===== config.mk =====
export PLATFORM = sky130hd
export DESIGN_NAME = ifu_top
export DESIGN_NICKNAME = d
export VERILOG_FILES = /design/src/rv_isa_pkg.sv /design/src/ifu_pkg.sv /design/src/fetch_if.sv /design/src/halfword_aligner.sv /design/src/rvc_expander.sv /design/src/fetch_issue.sv /design/src/ifu_top.sv
export SDC_FILE = /design/constraint.sdc
export NUM_CORES = 1
export LEC_CHECK = 0
export BUFFER_PORTS_ARGS = -buffer_cell sky130_fd_sc_hd__buf_2
export CAP_MARGIN = 20
export CORE_ASPECT_RATIO = 1.5
export CORE_UTILIZATION = 53
export DETAILED_ROUTE_END_ITERATION = 16
export GPL_ROUTABILITY_DRIVEN = 0
export GPL_TIMING_DRIVEN = 1
export PLACE_DENSITY = 0.87
export SLEW_MARGIN = 10
export SYNTH_ARGS = -nofsm -noshare
export SYNTH_HDL_FRONTEND = slang
export SYNTH_SLANG_ARGS = --single-unit

===== constraint.sdc =====
create_clock -name clk -period 9.5 [get_ports clk]
set_input_delay 2.375 -clock clk [delete_from_list [all_inputs] [get_ports clk]]
set_output_delay 2.375 -clock clk [all_outputs]
set_load 0.01 [all_outputs]

===== src/rv_isa_pkg.sv =====
package rv_isa_pkg;

    // base widths
    localparam int XLEN   = 32;
    localparam int ILEN_C = 16;

    // canonical words
    // addi x0,x0,0
    localparam logic [XLEN-1:0] INST_NOP     = 32'h0000_0013;
    localparam logic [XLEN-1:0] INST_ILLEGAL = '0;

    // major opcodes of the expanded forms
    localparam logic [6:0] OPC_OP_IMM = 7'b0010011;
    localparam logic [6:0] OPC_OP     = 7'b0110011;

    // funct fields of addi / add
    localparam logic [2:0] F3_ADD_ADDI = 3'b000;
    localparam logic [6:0] F7_ADD      = 7'b0000000;

    // quadrant in bits [1:0]
    localparam logic [1:0] QUAD_C1   = 2'b01;
    localparam logic [1:0] QUAD_C2   = 2'b10;
    localparam logic [1:0] QUAD_NONC = 2'b11;

    // compressed funct3 in bits [15:13]
    localparam logic [2:0] C_F3_ADDI  = 3'b000;
    localparam logic [2:0] C_F3_LI    = 3'b010;
    // c.mv / c.add share funct3, bit 12 tells them apart
    localparam logic [2:0] C_F3_MVADD = 3'b100;

    // supported compressed forms
    typedef enum logic [2:0] {
        C_ADDI,
        C_LI,
        C_MV,
        C_ADD,
        C_UNSUP
    } c_op_e;

endpackage


===== src/ifu_pkg.sv =====
package ifu_pkg;

    // trap bus layout, shared with later stages
    localparam int TRAP_LEN = 16;

    localparam int TRAP_INST_ADDR_MISALIGNED = 0;
    localparam int TRAP_INST_ACCESS_FAULT    = 1;
    localparam int TRAP_INST_PAGE_FAULT      = 12;

    typedef logic [TRAP_LEN-1:0] trap_bus_t;

    // pc step for a split instruction, one halfword
    localparam int PC_STEP_HALF = 2;

    // aligner fsm
    // wait_high holds the low half of a split 32-bit instruction
    typedef enum logic {
        ALIGN_IDLE,
        ALIGN_WAIT_HIGH
    } aligner_state_e;

endpackage


===== src/fetch_if.sv =====
`timescale 1ns/1ns

interface fetch_if;
    import rv_isa_pkg::*;

    // per-cycle qualifier, no back-pressure
    logic            valid;
    // raw word, compressed sits in the low half
    logic [XLEN-1:0] instr;
    logic            is_compressed;
    // pc of the first byte of the instruction
    logic [XLEN-1:0] addr;

    modport src (
        output valid, instr, is_compressed, addr
    );

    modport dst (
        input valid, instr, is_compressed, addr
    );

endinterface


===== src/halfword_aligner.sv =====
`timescale 1ns/1ns

module halfword_aligner (
    input  logic                        clk,
    input  logic                        rst,
    input  logic                        flush_i,
    input  logic [rv_isa_pkg::XLEN-1:0] inst_addr_i,
    input  logic                        rdata_valid_i,
    input  logic [rv_isa_pkg::XLEN-1:0] rdata_i,
    output logic                        ram_stall_o,
    output logic                        pc_step_valid_o,
    output logic [rv_isa_pkg::XLEN-1:0] pc_step_addr_o,
    fetch_if.src                        out_if
);
    import rv_isa_pkg::*;
    import ifu_pkg::*;

    aligner_state_e    state;
    logic [ILEN_C-1:0] cur_half;
    logic              cur_is_c;
    logic              split_start;
    logic [ILEN_C-1:0] saved_half;
    logic [XLEN-1:0]   saved_pc;

    // halfword picked by pc bit 1
    assign cur_half = inst_addr_i[1] ? rdata_i[XLEN-1:ILEN_C] : rdata_i[ILEN_C-1:0];

    // anything but 2'b11 in the low bits is compressed
    assign cur_is_c = (cur_half[1:0] != QUAD_NONC);

    // 32-bit instruction starting in the upper half
    assign split_start = (state == ALIGN_IDLE) && rdata_valid_i && !cur_is_c
                         && inst_addr_i[1];

    // fsm and step pulse
    always_ff @(posedge clk or posedge rst) begin
        if (rst) begin
            state           <= ALIGN_IDLE;
            pc_step_valid_o <= 1'b0;
        end else if (flush_i) begin
            state           <= ALIGN_IDLE;
            pc_step_valid_o <= 1'b0;
        end else begin
            // single-cycle request to the pc
            pc_step_valid_o <= split_start;
            case (state)
                ALIGN_IDLE: begin
                    if (split_start) begin
                        state <= ALIGN_WAIT_HIGH;
                    end
                end
                ALIGN_WAIT_HIGH: begin
                    // any valid word carries the high half, pc may or may not have held
                    if (rdata_valid_i) begin
                        state <= ALIGN_IDLE;
                    end
                end
                default: begin
                    state <= ALIGN_IDLE;
                end
            endcase
        end
    end

    // low half of the split instruction and its pc
    always_ff @(posedge clk) begin
        if (split_start) begin
            saved_half     <= cur_half;
            saved_pc       <= inst_addr_i;
            pc_step_addr_o <= inst_addr_i + XLEN'(PC_STEP_HALF);
        end
    end

    // output selection
    always_comb begin
        out_if.valid         = 1'b0;
        out_if.instr         = INST_NOP;
        out_if.is_compressed = 1'b0;
        out_if.addr          = inst_addr_i;
        if (state == ALIGN_WAIT_HIGH) begin
            out_if.addr = saved_pc;
            if (rdata_valid_i) begin
                // stitch new low half above the saved one
                out_if.valid = 1'b1;
                out_if.instr = {rdata_i[ILEN_C-1:0], saved_half};
            end
        end else if (rdata_valid_i) begin
            if (cur_is_c) begin
                out_if.valid         = 1'b1;
                out_if.instr         = {{ILEN_C{1'b0}}, cur_half};
                out_if.is_compressed = 1'b1;
            end else if (!inst_addr_i[1]) begin
                // aligned 32-bit, pass through
                out_if.valid = 1'b1;
                out_if.instr = rdata_i;
            end
        end
    end

    // stall while waiting for data, or when valid data issues nothing
    assign ram_stall_o = ((state == ALIGN_WAIT_HIGH) && !rdata_valid_i)
                         || (rdata_valid_i && !out_if.valid);

endmodule


===== src/rvc_expander.sv =====
`timescale 1ns/1ns

module rvc_expander (
    input  logic [rv_isa_pkg::ILEN_C-1:0] c_inst_i,
    output logic [rv_isa_pkg::XLEN-1:0]   exp_inst_o
);
    import rv_isa_pkg::*;

    c_op_e       c_op;
    logic [1:0]  quad;
    logic [2:0]  c_f3;
    logic [4:0]  rd;
    logic [4:0]  rs2;
    logic [11:0] imm;

    // field split
    assign quad = c_inst_i[1:0];
    assign c_f3 = c_inst_i[15:13];
    // rd doubles as rs1 for addi / add
    assign rd   = c_inst_i[11:7];
    assign rs2  = c_inst_i[6:2];

    // six-bit immediate, sign bit in [12]
    assign imm = {{6{c_inst_i[12]}}, c_inst_i[12], c_inst_i[6:2]};

    // decode into a form
    always_comb begin
        c_op = C_UNSUP;
        case (quad)
            QUAD_C1: begin
                if (c_f3 == C_F3_ADDI) begin
                    c_op = C_ADDI;
                end else if (c_f3 == C_F3_LI) begin
                    c_op = C_LI;
                end
            end
            QUAD_C2: begin
                // rs2 of zero is jr / jalr / ebreak, not handled here
                if ((c_f3 == C_F3_MVADD) && (rs2 != 5'd0)) begin
                    if (c_inst_i[12]) begin
                        c_op = C_ADD;
                    end else begin
                        c_op = C_MV;
                    end
                end
            end
            default: begin
                c_op = C_UNSUP;
            end
        endcase
    end

    // build the 32-bit equivalent
    always_comb begin
        case (c_op)
            C_ADDI: begin
                // addi rd,rd,imm
                exp_inst_o = {imm, rd, F3_ADD_ADDI, rd, OPC_OP_IMM};
            end
            C_LI: begin
                // addi rd,x0,imm
                exp_inst_o = {imm, 5'd0, F3_ADD_ADDI, rd, OPC_OP_IMM};
            end
            C_MV: begin
                // add rd,x0,rs2
                exp_inst_o = {F7_ADD, rs2, 5'd0, F3_ADD_ADDI, rd, OPC_OP};
            end
            C_ADD: begin
                // add rd,rd,rs2
                exp_inst_o = {F7_ADD, rs2, rd, F3_ADD_ADDI, rd, OPC_OP};
            end
            default: begin
                // all zeros decodes as illegal downstream
                exp_inst_o = INST_ILLEGAL;
            end
        endcase
    end

endmodule


===== src/fetch_issue.sv =====
`timescale 1ns/1ns

module fetch_issue (
    fetch_if.dst                        in_if,
    input  logic                        page_fault_i,
    input  logic                        fault_valid_i,
    output logic [rv_isa_pkg::XLEN-1:0] inst_data_o,
    output logic [rv_isa_pkg::XLEN-1:0] inst_addr_o,
    output logic                        is_compressed_o,
    output ifu_pkg::trap_bus_t          trap_bus_o
);
    import rv_isa_pkg::*;
    import ifu_pkg::*;

    logic [XLEN-1:0] exp_inst;

    // expander always sees the low half
    rvc_expander u_rvc_expander (
        .c_inst_i   (in_if.instr[ILEN_C-1:0]),
        .exp_inst_o (exp_inst)
    );

    // bubble as nop when nothing issues
    always_comb begin
        if (!in_if.valid) begin
            inst_data_o = INST_NOP;
        end else if (in_if.is_compressed) begin
            inst_data_o = exp_inst;
        end else begin
            inst_data_o = in_if.instr;
        end
    end

    assign inst_addr_o     = in_if.addr;
    assign is_compressed_o = in_if.is_compressed;

    // only the page fault bit is sourced here
    always_comb begin
        trap_bus_o = '0;
        trap_bus_o[TRAP_INST_PAGE_FAULT] = page_fault_i & fault_valid_i;
    end

endmodule


===== src/ifu_top.sv =====
`timescale 1ns/1ns

module ifu_top (
    input  logic                        clk,
    input  logic                        rst,
    input  logic                        flush_i,
    // fetch request and memory response
    input  logic [rv_isa_pkg::XLEN-1:0] inst_addr_i,
    input  logic                        rdata_valid_i,
    input  logic [rv_isa_pkg::XLEN-1:0] rdata_i,
    // page fault from translation
    input  logic                        page_fault_i,
    input  logic                        fault_valid_i,
    // to pc
    output logic                        ram_stall_o,
    output logic                        pc_step_valid_o,
    output logic [rv_isa_pkg::XLEN-1:0] pc_step_addr_o,
    // to decode
    output logic [rv_isa_pkg::XLEN-1:0] inst_data_o,
    output logic [rv_isa_pkg::XLEN-1:0] inst_addr_o,
    output logic                        is_compressed_o,
    output ifu_pkg::trap_bus_t          trap_bus_o
);

    // realigned instruction between the two halves
    fetch_if u_fetch_if ();

    halfword_aligner u_halfword_aligner (
        .clk             (clk),
        .rst             (rst),
        .flush_i         (flush_i),
        .inst_addr_i     (inst_addr_i),
        .rdata_valid_i   (rdata_valid_i),
        .rdata_i         (rdata_i),
        .ram_stall_o     (ram_stall_o),
        .pc_step_valid_o (pc_step_valid_o),
        .pc_step_addr_o  (pc_step_addr_o),
        .out_if          (u_fetch_if.src)
    );

    // expansion and trap bus
    fetch_issue u_fetch_issue (
        .in_if           (u_fetch_if.dst),
        .page_fault_i    (page_fault_i),
        .fault_valid_i   (fault_valid_i),
        .inst_data_o     (inst_data_o),
        .inst_addr_o     (inst_addr_o),
        .is_compressed_o (is_compressed_o),
        .trap_bus_o      (trap_bus_o)
    );

endmodule


; Yosys cells after proc, flatten, opt, wreduce, memory -nomap -nowiden
; Index checks and enable logic that the tools add are counted.
[totals]
latchBits = 0
elab_cells = 57
memories = 0
mem_bits_ro = 0
regBits = 82
ramBits = 0
output_inout_bits = 115
in_bits = 70
[classes]
n_addsub = 1
n_mux = 28
shifts = 0
bitwise_logic = 2
n_eq_ne = 8
magnitude_cmp = 0
reduce_logical = 13
multipliers = 0
n_div = 0
[op_table]
columns = cell, n
row1 = two-way mux 32 bit, 8
row2 = one-hot mux 32 bit (4 select lines), 1
row3 = "adder 32 x 2 -> 32 bit, second input constant", 1
row4 = two-way mux 16 bit, 1
row5 = two-way mux 1 bit, 13
row6 = "== test 3 x 2 -> 1 bit, second input constant", 3
row7 = two-way mux 3 bit, 3
row8 = logical AND 1 bit, 6
row9 = logical NOT 3 bit, 2
row10 = one-hot mux 3 bit (2 select lines), 1
row11 = nonzero test 5 bit, 1
row12 = "== test 3 x 1 -> 1 bit, second input constant", 1
row13 = "== test 3 bit, second input constant", 1
row14 = logical NOT 1 bit, 3
row15 = "== test 2 x 1 -> 1 bit, second input constant", 1
row16 = "== test 2 bit, second input constant", 1
row17 = "!= test 2 bit, second input constant", 1
row18 = one-hot mux 1 bit (2 select lines), 1
row19 = bitwise AND 1 bit, 1
row20 = logical OR 1 bit, 1
row21 = NOT 1 bit, 1

; Logic depth before layout (Yosys ltp)
[depth]
ltp_word = 13
mapped_depth = 11
mapped_depth_nobuf = 10

; Modules after synthesis
; Synthesis repeated with hierarchy kept, for this count alone.
[hier_totals]
cells_unflattened = 486
area_unflattened_um2 = 5499.0
[modules_own_cells]
columns = mod, seq_area_each_um2, cells_each, area_each_um2, instances
row1 = halfword_aligner, 2422.3, 314, 4161.5, 1
row2 = fetch_issue, 0.0, 121, 965.9, 1
row3 = rvc_expander, 0.0, 51, 371.6, 1

; Worst setup path after synthesis
; Ideal clock, no wire load.
[synth_path]
path_kind = input port to flip-flop
startpoint = input port inst_addr_i[1] (netlist bit)
endpoint = register u_halfword_aligner.pc_step_addr_o[10] (netlist bit), enable pin
setup_ns = 0.526
n_path_buf = 2
slack_ns = 2.111
path_stages = 5
t_required_ns = 8.974
arrival_time_ns = 6.863
path_cell_list = clkbuf_1 -> buf_1 -> nand2_1 -> o21a_1 -> nor2b_1
[synth_between]
elab_chain_len = 5
[synth_rtl]
columns = item, line
row1 = from (decl), ifu_top.sv:8  ; input logic [rv_isa_pkg::XLEN-1:0] inst_addr_i,
row2 = two-way mux 16 bit, halfword_aligner.sv:26  ; assign cur_half = inst_addr_i[1] ? rdata_i[XLEN-1:ILEN_C] : rdata_i[ILEN_C-1:0];
row3 = != test 2 bit, halfword_aligner.sv:29  ; assign cur_is_c = (cur_half[1:0] != QUAD_NONC);
row4 = logical NOT 1 bit, halfword_aligner.sv:32  ; assign split_start = (state == ALIGN_IDLE) && rdata_valid_i && !cur_is_c
row5 = logical AND 1 bit, halfword_aligner.sv:32
row6 = logical AND 1 bit *, halfword_aligner.sv:33  ; && inst_addr_i[1];
row7 = net u_halfword_aligner.split_start, halfword_aligner.sv:21  ; logic split_start;
row8 = to (signal assigned), halfword_aligner.sv:70  ; pc_step_addr_o <= inst_addr_i + XLEN'(PC_STEP_HALF);
row9 = to (decl), halfword_aligner.sv:12  ; output logic [rv_isa_pkg::XLEN-1:0] pc_step_addr_o,
; The timed path passes the listed nets; every way through them passes the cells marked *.
; A chain may end at the register's enable or synchronous reset.

; Worst setup path in the final report
[layout_path]
startpoint = input port inst_addr_i[1] (netlist bit)
endpoint = output port inst_data_o[22] (netlist bit)
[layout_between]
elab_chain_len = 13
elab_cells_between_ends = 32
classes_between = 8 x eq/ne / 20 x mux / 4 x reduce/logical
[layout_rtl]
columns = item, line
row1 = two-way mux 16 bit *, halfword_aligner.sv:26
row2 = net u_halfword_aligner.cur_half[0], halfword_aligner.sv:19  ; logic [ILEN_C-1:0] cur_half;
row3 = != test 2 bit, halfword_aligner.sv:29
row4 = two-way mux 32 bit, halfword_aligner.sv:88  ; if (cur_is_c) begin
row5 = two-way mux 32 bit, halfword_aligner.sv:87  ; end else if (rdata_valid_i) begin
row6 = two-way mux 32 bit, halfword_aligner.sv:80  ; if (state == ALIGN_WAIT_HIGH) begin
row7 = "== test 3 x 2 -> 1 bit, or another cell as far along", rvc_expander.sv:33  ; end else if (c_f3 == C_F3_LI) begin
row8 = two-way mux 3 bit or logical AND 1 bit (tied branches), "rvc_expander.sv:33, rvc_expander.sv:39"
row9 = "two-way mux 3 bit, on equally long branches", "rvc_expander.sv:31, rvc_expander.sv:39"
row10 = one-hot mux 3 bit (2 select lines), rvc_expander.sv:29  ; case (quad)
row11 = "== test 3 x 2 -> 1 bit, or another cell as far along", rvc_expander.sv:55  ; case (c_op)
row12 = one-hot mux 32 bit (4 select lines), rvc_expander.sv:55
row13 = two-way mux 32 bit, fetch_issue.sv:27  ; end else if (in_if.is_compressed) begin
row14 = two-way mux 32 bit *, fetch_issue.sv:25  ; if (!in_if.valid) begin
row15 = to (decl), ifu_top.sv:19  ; output logic [rv_isa_pkg::XLEN-1:0] inst_data_o,
; Marked as above.

==> reports/qor.yml <==
slowest_stage: "buf_2"
combPwrFrac_pct: 17.7
met2_usage_pct: 44.7
overflow: 0
use_met1_pct: 27.6
pre_cts_ws_ns: 2.01
fin_crit_sh_pct: 79.1
clk-insertion-delay-late_ns: 0.32
grt_pass1_vias: 3631
async_flop_share_pct: 2.47
synth_most_common_cell: "edfxtp_1"
setup_viol: 0
cts_tree: "yes"
synth_top_family_by_area: "simple AND/OR/NAND/NOR gates"
yosysSeqAreaShare_pct: 53.1
post-cts-setup-buffers: 0
ant_nets: 0
outcome: "completed"
yosys_warnings: 0
ir_drop_mv: 0.120
syn_inst: 386
drv_cap: 0
synth_area_per_cell_um2: 11.8
drt-initial-drc-count: 233
hold_path_class: "reg -> reg"
grt_pass1_wl_um: 17400
drc: 0
rows: 41
switching_share_pct: 24.9
ys.flop_type: "edfxtp_1"
power.leakage_uw: 0.00233
die_x_um: 77.8
critical_path_required_ns: 7.13
nFillCells: 630
placed_area_um2: 5410
met3_usage_pct: 6.22
antenna_found_initial: 1
fin_crit_ns: 7.52
power_frac_seq_pct: 46.6
synthMuxAreaShare_pct: 10.6
worstSetupPathType: "in -> out"
drt_pre_antenna_iters: 7
hold_buffers: 0
synthSimpleGateAreaFrac_pct: 13.5
synth-compound-area-share_pct: 11.1
drv_slew: 0
cts_root_buf: "clkbuf_16"
start_util_pct: 54.6
hpwl_um: 8190
avgViaCountPerCell: 5.74
cts_made_buffers: 9
post_synth_main_area_contributors: "edfxtp_1 (52%), mux2_2 (10%), xnor2_1 (4.4%)"
setup_ws_ns: 1.98
h-tree-depth: 3
diodes: 0
synth.largest_area_cell: "edfxtp_1"
dieArea_um2: 8990
tns_ns: 0
cp_max_fo: 33
holdPathStages: 2
cts-resized-gates: 0
synthAdderAreaFrac_pct: 0.822
rsz0062_at_grt: "no"
yosys.cell_types.count: 51
timing.critical_path.from_type: "primary input"
clkTransAtPathRegs_ns: 0.05
cts_buffer_depth: 2
grtUsageTotal_pct: 25.1
io_pins: 185
reg2regPathDepth: 5
dp.cells: 642
finalHoldViolCount: 0
clock_skew_ns: 0.00391
synth_xor_area_share_pct: 5.56
portBuffers: 169
pwr-share-clk_pct: 35.6
crit_top_cell: "buf_2"
fp.coreArea_um2: 8360
synth_enable_flop_cells: 79
die_h_um: 116
grt_max_degree: 56
synth_top_area_share_pct: 52.0
num-nets-final: 619
path_cells: "buf_2 > mux2_2 > mux2i_1 > nand2_1 > inv_1 > ha_1 > or3_1 > or2_1 > o22ai_2 > buf_2"
wl_um: 11200
seq_area_um2: 2420
fin_cells: 657
arrival_ns: 5.14
ys_ff_latch: 81
areaGrowthSynthToFinish_pct: 24.5
synth_commonest_cells: "edfxtp_1 (79), mux2_2 (41), nand2_1 (25)"
syn_area_um2: 4560
design_area_um2: 5680
switching_power_uw: 226
multi_input_area_um2: 1960
numClockSinks: 81
worst_pin_slew_ns: 1.10
total_power_uw: 908
drive_gt1_share_pct: 43.3
slew_headroom_pct: 26.7
max_freq_mhz: 133
power_density_nw_per_um2: 160
end_kind: "output pin"
intPower_uw: 682
vias: 3770
busiest_layer: "met2"
avgRoutedWirePerCell_um: 17.0
slowest_delay_ns: 0.48
-- power groups by stage --
| stage | registers [uW] | clock network [uW] | logic [uW] |
|---|---|---|---|
| 6_report | 423 | 323 | 161 |
| 3_5_place_dp | 430 | 0 | 159 |
| 4_1_cts | 423 | 329 | 160 |
| 2_1_floorplan | 431 | 0 | 96.7 |
| 3_3_place_gp | 430 | 0 | 154 |
| 5_1_grt | 425 | 342 | 174 |
-- routing by layer --
metal	vias up	share of wire, %
li1	1756	-
met1	1752	37
met2	222	51
met3	38	8.3
met4	2	3.1
met5	-	0.072
-- layout by cell type (no fill, tap or decap), drive strengths merged, types with 13 or more instances in the layout --
cell type,count
nor2,23
mux2,41
xnor2,23
nand3,16
conb,15
nand2,25
nor2b,14
a221oi,13
buf,170
o21ai,13
edfxtp,79
-- metrics by stage --
step	hold WS [ns]	util, %
floorplan	1.04	-
CTS	1.16	67.9
global placement	1.15	64.6
detailed placement	1.15	64.6
global route	1.21	67.9
finish	1.14	67.9
-- critical path: cells and delay by family --
kind | cells | cell delay [ns]
AND/OR/NAND/NOR | 3 | 0.93
buffers and inverters | 3 | 0.72
multiplexers | 2 | 0.63
adder cells (fa/ha/maj) | 1 | 0.28
AO/OA/AOI/OAI | 1 | 0.18
-- area by class of cell --
cell class	count	share of cell area, %
clock buffers	10	4.03
clock inverters	5	0.837
inverters	10	0.661
multi-input cells	274	34.4
flip-flops and latches	81	42.7
well taps	107	2.36
repair buffers	170	15.0
-- kinds of logic after synthesis --
group	after synthesis
muxes	43
other	1
DFF	81
and+or+nand+nor	116
buffers and inverters	45
adders and majority gates	3
xor gates and xnor gates	29
AOI/OAI and AO/OA	68
-- registers in the layout (all words and copies together), names as in the netlist --
name and flops:
u_halfword_aligner.saved_pc 32, u_halfword_aligner.pc_step_addr_o 31, u_halfword_aligner.saved_half 16, u_halfword_aligner.pc_step_valid_o 1, u_halfword_aligner.state 1
-- worst paths after layout --
| check | startpoint | endpoint | slack [ns] |
|---|---|---|---|
| max | inst_addr_i[1] | inst_data_o[22] | 1.98 |
| min reg2reg | u_halfword_aligner.state | u_halfword_aligner.state | 1.14 |
| min in group asynchronous | rst | u_halfword_aligner.pc_step_valid_o | 1.91 |
| max reg2reg | u_halfword_aligner.state | u_halfword_aligner.saved_half[11] | 6.04 |
| min | u_halfword_aligner.state | u_halfword_aligner.state | 1.14 |
| max in group asynchronous | rst | u_halfword_aligner.state | 7.47 |
No activity file was read; power rests on OpenSTA's default activity.
